[config.mk]
export PLATFORM = sky130hd
export DESIGN_NAME = block_transposer
export DESIGN_NICKNAME = d
export VERILOG_FILES = /design/src/design/block_transposer_pkg.sv /design/src/design/block_transposer.sv /design/src/design/elem_counter.sv /design/src/design/transpose_ctrl.sv /design/src/design/transpose_ram.sv
export VERILOG_INCLUDE_DIRS = /design/src /design/src/design
export SDC_FILE = /design/constraint.sdc
export NUM_CORES = 1
export LEC_CHECK = 0
export ABC_CLOCK_PERIOD_IN_PS = 2820
export BUFFER_PORTS_ARGS = -buffer_cell sky130_fd_sc_hd__buf_4
export CAP_MARGIN = 15
export CORE_MARGIN = 1.5
export CORE_UTILIZATION = 45
export DETAILED_ROUTE_END_ITERATION = 12
export SLEW_MARGIN = 20
export SYNTH_ARGS = -nofsm -noshare
export SYNTH_HDL_FRONTEND = slang
export SYNTH_SLANG_ARGS = --single-unit
[constraint.sdc]
create_clock -name clk -period 2.82 [get_ports clk]
set_input_delay 0.564 -clock clk [delete_from_list [all_inputs] [get_ports clk]]
set_output_delay 0.564 -clock clk [all_outputs]
set_load 0.02 [all_outputs]
[src/design/block_transposer_macros.svh]
`ifndef BLOCK_TRANSPOSER_MACROS_SVH
`define BLOCK_TRANSPOSER_MACROS_SVH

// side of a square block, in samples.
`define BT_BLK_DIM 8

// sample word width.
`define BT_DATA_W 16

// width of one row or column coordinate.
`define BT_DIM_W 3
`define BT_IDX_W 6   // row and column together.

`endif

[src/design/block_transposer_pkg.sv]
`include "block_transposer_macros.svh"

package block_transposer_pkg;

    // one sample word.
    typedef logic [`BT_DATA_W-1:0] data_t;

    // element position in arrival order, row in the upper bits.
    typedef logic [`BT_IDX_W-1:0] elem_idx_t;

    // strobe plus payload, used on both sides of the transposer.
    typedef struct packed {
        logic  valid;
        data_t data;
    } sample_t;

    // memory steering from the controller.
    typedef struct packed {
        logic orient;   // set: row and column swapped.
        logic primed;   // a full block sits in the memory.
    } steer_t;

    // controller states.
    typedef enum logic {
        FILL   = 1'b0,
        STREAM = 1'b1
    } ctrl_state_e;

endpackage

[src/design/block_transposer.sv]
`timescale 1ns/1ps

module block_transposer (
    input  logic                          clk,
    input  logic                          rst_n,
    input  block_transposer_pkg::sample_t in_s,
    output block_transposer_pkg::sample_t out_s
);

    block_transposer_pkg::elem_idx_t idx;
    logic                            last;
    block_transposer_pkg::steer_t    steer;

    // position of the incoming sample within its block.
    elem_counter elem_counter_i (
        .clk   (clk),
        .rst_n (rst_n),
        .step  (in_s.valid),
        .idx   (idx),
        .last  (last)
    );

    // fill tracking and write-order flip.
    transpose_ctrl transpose_ctrl_i (
        .clk   (clk),
        .rst_n (rst_n),
        .last  (last),
        .steer (steer)
    );

    // single buffer, read before write.
    transpose_ram transpose_ram_i (
        .clk   (clk),
        .rst_n (rst_n),
        .in_s  (in_s),
        .idx   (idx),
        .steer (steer),
        .out_s (out_s)
    );

endmodule

[src/design/elem_counter.sv]
`timescale 1ns/1ps
`include "block_transposer_macros.svh"

module elem_counter (
    input  logic                           clk,
    input  logic                           rst_n,
    input  logic                           step,
    output block_transposer_pkg::elem_idx_t idx,
    output logic                           last
);

    localparam block_transposer_pkg::elem_idx_t LAST_IDX =
        block_transposer_pkg::elem_idx_t'(`BT_BLK_DIM * `BT_BLK_DIM - 1);

    block_transposer_pkg::elem_idx_t idx_q;
    block_transposer_pkg::elem_idx_t idx_nxt;

    // final element of the block while it is being accepted.
    assign last = step && (idx_q == LAST_IDX);

    always_comb
    begin
        idx_nxt = idx_q;
        if (last)
        begin
            idx_nxt = '0;   // wrap to the next block.
        end
        else if (step)
        begin
            idx_nxt = idx_q + 1'b1;
        end
    end

    always_ff @(posedge clk or negedge rst_n)
    begin
        if (!rst_n)
        begin
            idx_q <= '0;
        end
        else
        begin
            idx_q <= idx_nxt;
        end
    end

    assign idx = idx_q;

    // block end can only be flagged on an accepted sample.
    last_needs_step_a: assert property (
        @(posedge clk) disable iff (!rst_n)
        $rose(last) |-> step
    );

endmodule

[src/design/transpose_ctrl.sv]
`timescale 1ns/1ps

module transpose_ctrl (
    input  logic                         clk,
    input  logic                         rst_n,
    input  logic                         last,
    output block_transposer_pkg::steer_t steer
);

    block_transposer_pkg::ctrl_state_e state_q;
    block_transposer_pkg::ctrl_state_e state_nxt;
    logic                              orient_q;
    logic                              orient_nxt;

    always_comb
    begin
        state_nxt  = state_q;
        orient_nxt = orient_q;
        if (last)
        begin
            // each block end flips the write order for the next block.
            orient_nxt = ~orient_q;
            if (state_q == block_transposer_pkg::FILL)
            begin
                state_nxt = block_transposer_pkg::STREAM;
            end
        end
    end

    always_ff @(posedge clk or negedge rst_n)
    begin
        if (!rst_n)
        begin
            state_q  <= block_transposer_pkg::FILL;
            orient_q <= 1'b0;
        end
        else
        begin
            state_q  <= state_nxt;
            orient_q <= orient_nxt;
        end
    end

    assign steer.orient = orient_q;
    assign steer.primed = (state_q == block_transposer_pkg::STREAM);   // no way back to FILL.

    // orientation only moves right after a block end.
    orient_after_last_a: assert property (
        @(posedge clk) disable iff (!rst_n)
        $changed(steer.orient) |-> $past(last)
    );

endmodule

[src/design/transpose_ram.sv]
`timescale 1ns/1ps
`include "block_transposer_macros.svh"

module transpose_ram (
    input  logic                            clk,
    input  logic                            rst_n,
    input  block_transposer_pkg::sample_t   in_s,
    input  block_transposer_pkg::elem_idx_t idx,
    input  block_transposer_pkg::steer_t    steer,
    output block_transposer_pkg::sample_t   out_s
);

    localparam int DEPTH = `BT_BLK_DIM * `BT_BLK_DIM;

    block_transposer_pkg::data_t     mem [DEPTH];
    block_transposer_pkg::elem_idx_t addr;
    logic [`BT_DIM_W-1:0]            row;
    logic [`BT_DIM_W-1:0]            col;
    block_transposer_pkg::data_t     rd_data_q;
    logic                            rd_valid_q;

    // split the arrival index into its coordinates.
    assign row = idx[`BT_IDX_W-1 -: `BT_DIM_W];
    assign col = idx[`BT_DIM_W-1:0];

    // column-major when orient is set.
    assign addr = steer.orient ? {col, row} : {row, col};

    // old word leaves and new word lands on the same edge.
    always_ff @(posedge clk)
    begin
        if (in_s.valid)
        begin
            mem[addr] <= in_s.data;
        end
    end

    always_ff @(posedge clk or negedge rst_n)
    begin
        if (!rst_n)
        begin
            rd_data_q <= '0;
        end
        else if (in_s.valid)
        begin
            rd_data_q <= mem[addr];   // pre-write contents.
        end
    end

    // nothing real to send until a whole block is stored.
    always_ff @(posedge clk or negedge rst_n)
    begin
        if (!rst_n)
        begin
            rd_valid_q <= 1'b0;
        end
        else
        begin
            rd_valid_q <= in_s.valid && steer.primed;
        end
    end

    assign out_s.valid = rd_valid_q;
    assign out_s.data  = rd_data_q;

    // output strobe follows an accepted sample by one cycle.
    out_after_in_a: assert property (
        @(posedge clk) disable iff (!rst_n)
        out_s.valid |-> $past(in_s.valid)
    );

    // steering must not move in the middle of a block.
    orient_stable_in_block_a: assert property (
        @(posedge clk) disable iff (!rst_n)
        (idx != '0) |-> $stable(steer.orient)
    );

endmodule

After elaboration in Yosys (flattened, before gate mapping). Memories as Yosys holds them, arrays and structs flattened. A register that Yosys moved wholly into a read port is not among the register bits. Cells that the tools add are included.

Register bits: 9. Memory bits (writable): 1024. Bits of input ports: 19. Output and inout port bits: 17. Logic and storage cells: 17. Memories: 1.

Add/sub/neg operators: 1. Equality and inequality tests: 1. Multiplexer cells: 5. Bitwise logic cells: 1. Reductions and logical operators: 4.

Memory list: transpose_ram_i.mem (words 64, bits a word 16, rd ports 1, clocked after Yosys merged registers in 1, write ports 1, RTL line transpose_ram.sv:15) `block_transposer_pkg::data_t mem [DEPTH];`.

Operators with widths (number): two-way mux 6 bit (3); adder 6 x 1 -> 6 bit, second input constant (1); == test 6 bit, second input constant (1); logical AND 1 bit (2); two-way mux 1 bit (2); nonzero test 2 bit (1); zero test 1 bit (1); NOT 1 bit (1).

Longest topological paths before layout.
Depth in word-level cells: 3. Depth in mapped cells: 11. Gate-level depth less buffers: 6.

Cells and area by module. From an unflattened synthesis, not the netlist that was laid out.

Cells, all modules: 2085. Area, all modules: 38680.8 um^2.

Modules (own cells, without submodules): transpose_ram (instances 1, cells an instance 2055, area an instance 38333.0 um^2, seq. area each 31174.9 um^2); elem_counter (instances 1, cells an instance 24, area an instance 267.8 um^2, seq. area each 150.1 um^2); transpose_ctrl (instances 1, cells an instance 6, area an instance 80.1 um^2, seq. area each 50.0 um^2).

Worst setup path after synthesis. OpenSTA, ideal clock, no wires.

Path kind: flip-flop to flip-flop. Start: register elem_counter_i.idx_q[0] (netlist: elem_counter_i.idx[0]). End: memory transpose_ram_i.mem[10][0] (netlist bit), enable pin. Setup time: 0.388 ns. Arrival time: 2.701 ns. Required time: 2.432 ns. Slack: -0.269 ns. Cell stages (with the launch flop): 10. Buffers on the path: 5. Period minus slack after synthesis: 3.089 ns. Path through: dfrtp_1 -> buf_2 -> nor4b_1 -> a21o_1 -> clkbuf_1 -> buf_2 -> buf_2 -> clkbuf_1 -> nand2_1 -> nor2_1.

Longest elaborated chain between the ends: 1.

RTL lines: from (decl) (RTL line elem_counter.sv:15) `block_transposer_pkg::elem_idx_t idx_q;`; from (signal assigned) (RTL line elem_counter.sv:42) `idx_q <= idx_nxt;`; two-way mux 6 bit (RTL line transpose_ram.sv:27) `assign addr = steer.orient ? {col, row} : {row, col};`; to (decl) (RTL line transpose_ram.sv:15).

Every way passes these cells.

Worst setup path in the final report.
Start: register transpose_ctrl_i.orient_q. End: register transpose_ram_i.rd_data_q[14] (read register of transpose_ram_i.mem).

Longest elaborated chain between the ends: 1.

RTL lines: from (decl) (RTL line transpose_ctrl.sv:12) `logic orient_q;`; from (signal assigned) (RTL line transpose_ctrl.sv:40) `orient_q <= orient_nxt;`; two-way mux 6 bit (RTL line transpose_ram.sv:27); to (decl) (RTL line transpose_ram.sv:19) `block_transposer_pkg::data_t rd_data_q;`.

Every way passes these cells. A chain may end at the register's enable or synchronous reset.

==> impl_metrics.tcl <==
set metrics [dict create \
    routed_wl_um 117000 \
    cts_buffers 105 \
    power_switching_w 0.0139 \
    path_class "reg -> reg" \
    setup_tns_ns -0.210 \
    rr_worst_depth 9 \
    ys_seq_elements 1049 \
    post-dp-hpwl_um 70400 \
    rsz0062_at_grt "true" \
    power.density_mw_per_mm2 911 \
    drtPass1Iterations 6 \
    groute.usage.overall_pct 25.7 \
    synthFlopType "edfxtp_1" \
    slowest_delay_ns 0.47 \
    die_x_um 299 \
    synth_area_mm2 0.0395 \
    violations "negative setup slack" \
    syn-instance-count 2231 \
    root_buffer "clkbuf_16" \
    min_path_type "in -> async" \
    drt_iter0_drc 3296 \
    comb_power_share_pct 28.7 \
    die_h_um 299 \
    start_util_pct 45.5 \
    postSynth.asyncResetShare_pct 2.38 \
    cp_data_arrival_time_ns 3.46 \
    drc 0 \
    num_io_pins 36 \
    fmax_mhz 344 \
    final.setup_skew_ns 0.0319 \
    area_growth_pct 23.6 \
    worst_slew_pin_slew_ns 0.959 \
    ys.warnings.count 0 \
    p_leak_nw 15.8 \
    die-area_mm2 0.0896 \
    synth_edf_count 1024 \
    layout_common_cells "edfxtp_1 (1,024), buf_4 (268), a22oi_1 (186)" \
    crit_slowest_cell "dfrtp_2" \
    max_slew_margin_pct 35.9 \
    hold_viol 0 \
    grt_pass1_wl_um 165000 \
    synth_area_leaders "edfxtp_1 (78%), mux2i_1 (4.8%), a22oi_1 (4.5%)" \
    vias_per_cell 6.21 \
    gr-total-overflow 0 \
    report.final.slew_viol_count 0 \
    startpoint_type "register" \
    routabilityCongestion 0.916 \
    drive_above_1_share_pct 27.0 \
    period_needed_ns 2.90 \
    grt_max_degree 65 \
    synth_top_area_cell "edfxtp_1" \
    setup_viol 4 \
    final_nets 2595 \
    vias 23700 \
    synth.avg_cell_area_um2 17.7 \
    cts.clk_slew.worst_paths_ns 0.07 \
    synth.top_cell.area_share_pct 77.8 \
    htreeDepth 3 \
    row_count 108 \
    worstPathRequired_ns 3.37 \
    yosysSeqAreaShare_pct 79.4 \
    crit_path_start "transpose_ctrl_i.orient_q" \
    ant_nets 0 \
    hold_ws_ns 0.419 \
    cp_max_fo 14 \
    irDropWorstVdd_mv 0.540 \
    swShare_pct 31.2 \
    grt_pass1_vias 22800 \
    max_cap_violations 0 \
    wire_per_inst_um 30.7 \
    path_cells "buf_6, mux2_8, buf_4, buf_12, mux2i_1, o22ai_1, o311ai_2, a31oi_2, o32a_1" \
    setup_ws_ns -0.0842 \
    layout_commonest_cell "edfxtp_1" \
    status "finished, violations left" \
    cts_sinks 1049 \
    antenna_found_initial 9 \
    synth_fp_nets 2251 \
    yosys.cell_types.count 56 \
    end_kind "register" \
    portBuffers 35 \
    cell_internal_pwr_w 0.0306 \
    power_frac_clock_pct 30.2 \
    cts.path.max_buffers 3 \
    coreArea_mm2 0.0869 \
    fin_crit_sh_pct 103 \
    worstReg2RegStart "transpose_ctrl_i.orient_q" \
    seqPwrFrac_pct 41.1 \
    cts_tree "yes" \
    clk_latency_ns 0.68 \
]
==> metrics by stage <==
stage / total power (W) / cell area [µm²] / std cells / util [%] / worst slack [ns]
5_1_grt: 0.0457 / 48800 / 3816 / 56.2 / -0.126
2_1_floorplan: 0.0235 / 39600 / 2231 / - / -0.239
6_report: 0.0445 / 48800 / 3818 / 56.2 / -0.0842
3_3_place_gp: 0.0299 / 44300 / 3594 / 51.0 / -0.763
3_5_place_dp: 0.0299 / 44300 / 3594 / 51.0 / -0.756
4_1_cts: 0.0440 / 48300 / 3807 / 55.6 / -0.0764
==> cells by family (layout without fill, tap and decap cells) <==
| kind of cell | Yosys count | in the layout | share of synthesized area, % |
|---|---|---|---|
| flops | 1049 | 1049 | 79.4 |
| compound gates | 619 | 619 | 11.0 |
| simple gates | 216 | 216 | 2.81 |
| mux | 196 | 196 | 5.01 |
| buf+inv | 146 | 576 | 1.68 |
| xor+xnor | 4 | 4 | 0.0887 |
| fa+ha+maj | 1 | 1 | 0.0317 |
| other cells | 0 | 2 | 0 |
==> repair_timing <==
| action | in CTS | in global routing |
|---|---|---|
| setup endpoints to repair | 688 | 277 |
| gates resized for setup | 109 | 93 |
| buffers inserted | 16 | 8 |
| gates cloned | 3 | 2 |
| pin swaps | 15 | 32 |
| hold endpoints to repair | 25 | 0 |
| hold buffers | 1 | 0 |
==> Yosys cell counts (5+ instances only) <==
| master | count |
|---|---|
| a22oi_1 | 238 |
| a31oi_1 | 35 |
| edfxtp_1 | 1024 |
| a22o_1 | 18 |
| nand3_1 | 13 |
| dfrtp_1 | 25 |
| a41o_1 | 14 |
| clkbuf_1 | 61 |
| nor2_1 | 70 |
| mux2_2 | 5 |
| buf_2 | 58 |
| nand4_1 | 13 |
| nor4b_1 | 5 |
| a2bb2oi_1 | 6 |
| a21oi_1 | 21 |
| o22ai_1 | 89 |
| o31ai_1 | 7 |
| nor4_1 | 6 |
| mux2i_1 | 189 |
| a222oi_1 | 11 |
| or3_1 | 9 |
| o32a_1 | 13 |
| buf_4 | 6 |
| o21ai_0 | 112 |
| buf_1 | 16 |
| or2_2 | 5 |
| nand2_1 | 55 |
| and4_1 | 11 |
| nor2b_1 | 7 |
| a41oi_1 | 35 |
==> critical path, delay by kind of cell (launching register included) <==
family	cells	cell delay, ns
AO/OA/AOI/OAI	4	1.19
buffers and inverters	3	0.51
flip-flops	1	0.47
multiplexers	2	0.60
==> path summary, 6_finish.rpt <==
kind	slack (ns)	to
worst min register to register	0.49	transpose_ctrl_i.state_q
max in group asynchronous	2.01	elem_counter_i.idx[3]
worst min-delay path	0.42	transpose_ram_i.rd_data_q[0]
min in group clk	0.49	transpose_ctrl_i.state_q
worst max register to register	-0.08	transpose_ram_i.rd_data_q[14]
worst max-delay path	-0.08	transpose_ram_i.rd_data_q[14]
==> state kept, by name, summed over array words and instances, names as in the netlist <==
name	count
transpose_ram_i.mem	1024
transpose_ram_i.rd_data_q	16
elem_counter_i.idx	6
transpose_ctrl_i.orient_q	1
transpose_ctrl_i.state_q	1
transpose_ram_i.rd_valid_q	1
==> area by class of cell <==
class | count | area [µm²]
fillers | 6536 | 38000
flip-flops and latches | 1049 | 31400
multi-input cells | 1036 | 8490
repair buffers | 381 | 4190
clock buffers | 143 | 2850
well taps | 1155 | 1450
clock inverters | 50 | 470
inverters | 2 | 7.51
diodes | 2 | 5.00
==> metal layers <==
layer | global-route usage (%) | routed length (µm) | up-vias
met3 | 4.70 | 10500 | 220
met2 | 40.3 | 55100 | 1262
met1 | 36.3 | 47400 | 12300
li1 | - | - | 9956
met4 | 8.80 | 4160 | 2
met5 | 0 | 12 | -
==> power by group through the flow <==
stage | combinational (W) | clock [W] | sequential, W
after CTS | 0.0121 | 0.0136 | 0.0183
after floorplan | 0.00503 | 0 | 0.0184
after global placement | 0.0113 | 0 | 0.0186
after detailed placement | 0.0114 | 0 | 0.0186
final | 0.0128 | 0.0135 | 0.0183
after global routing | 0.0132 | 0.0142 | 0.0183
Power figures use the tool's default switching activity.
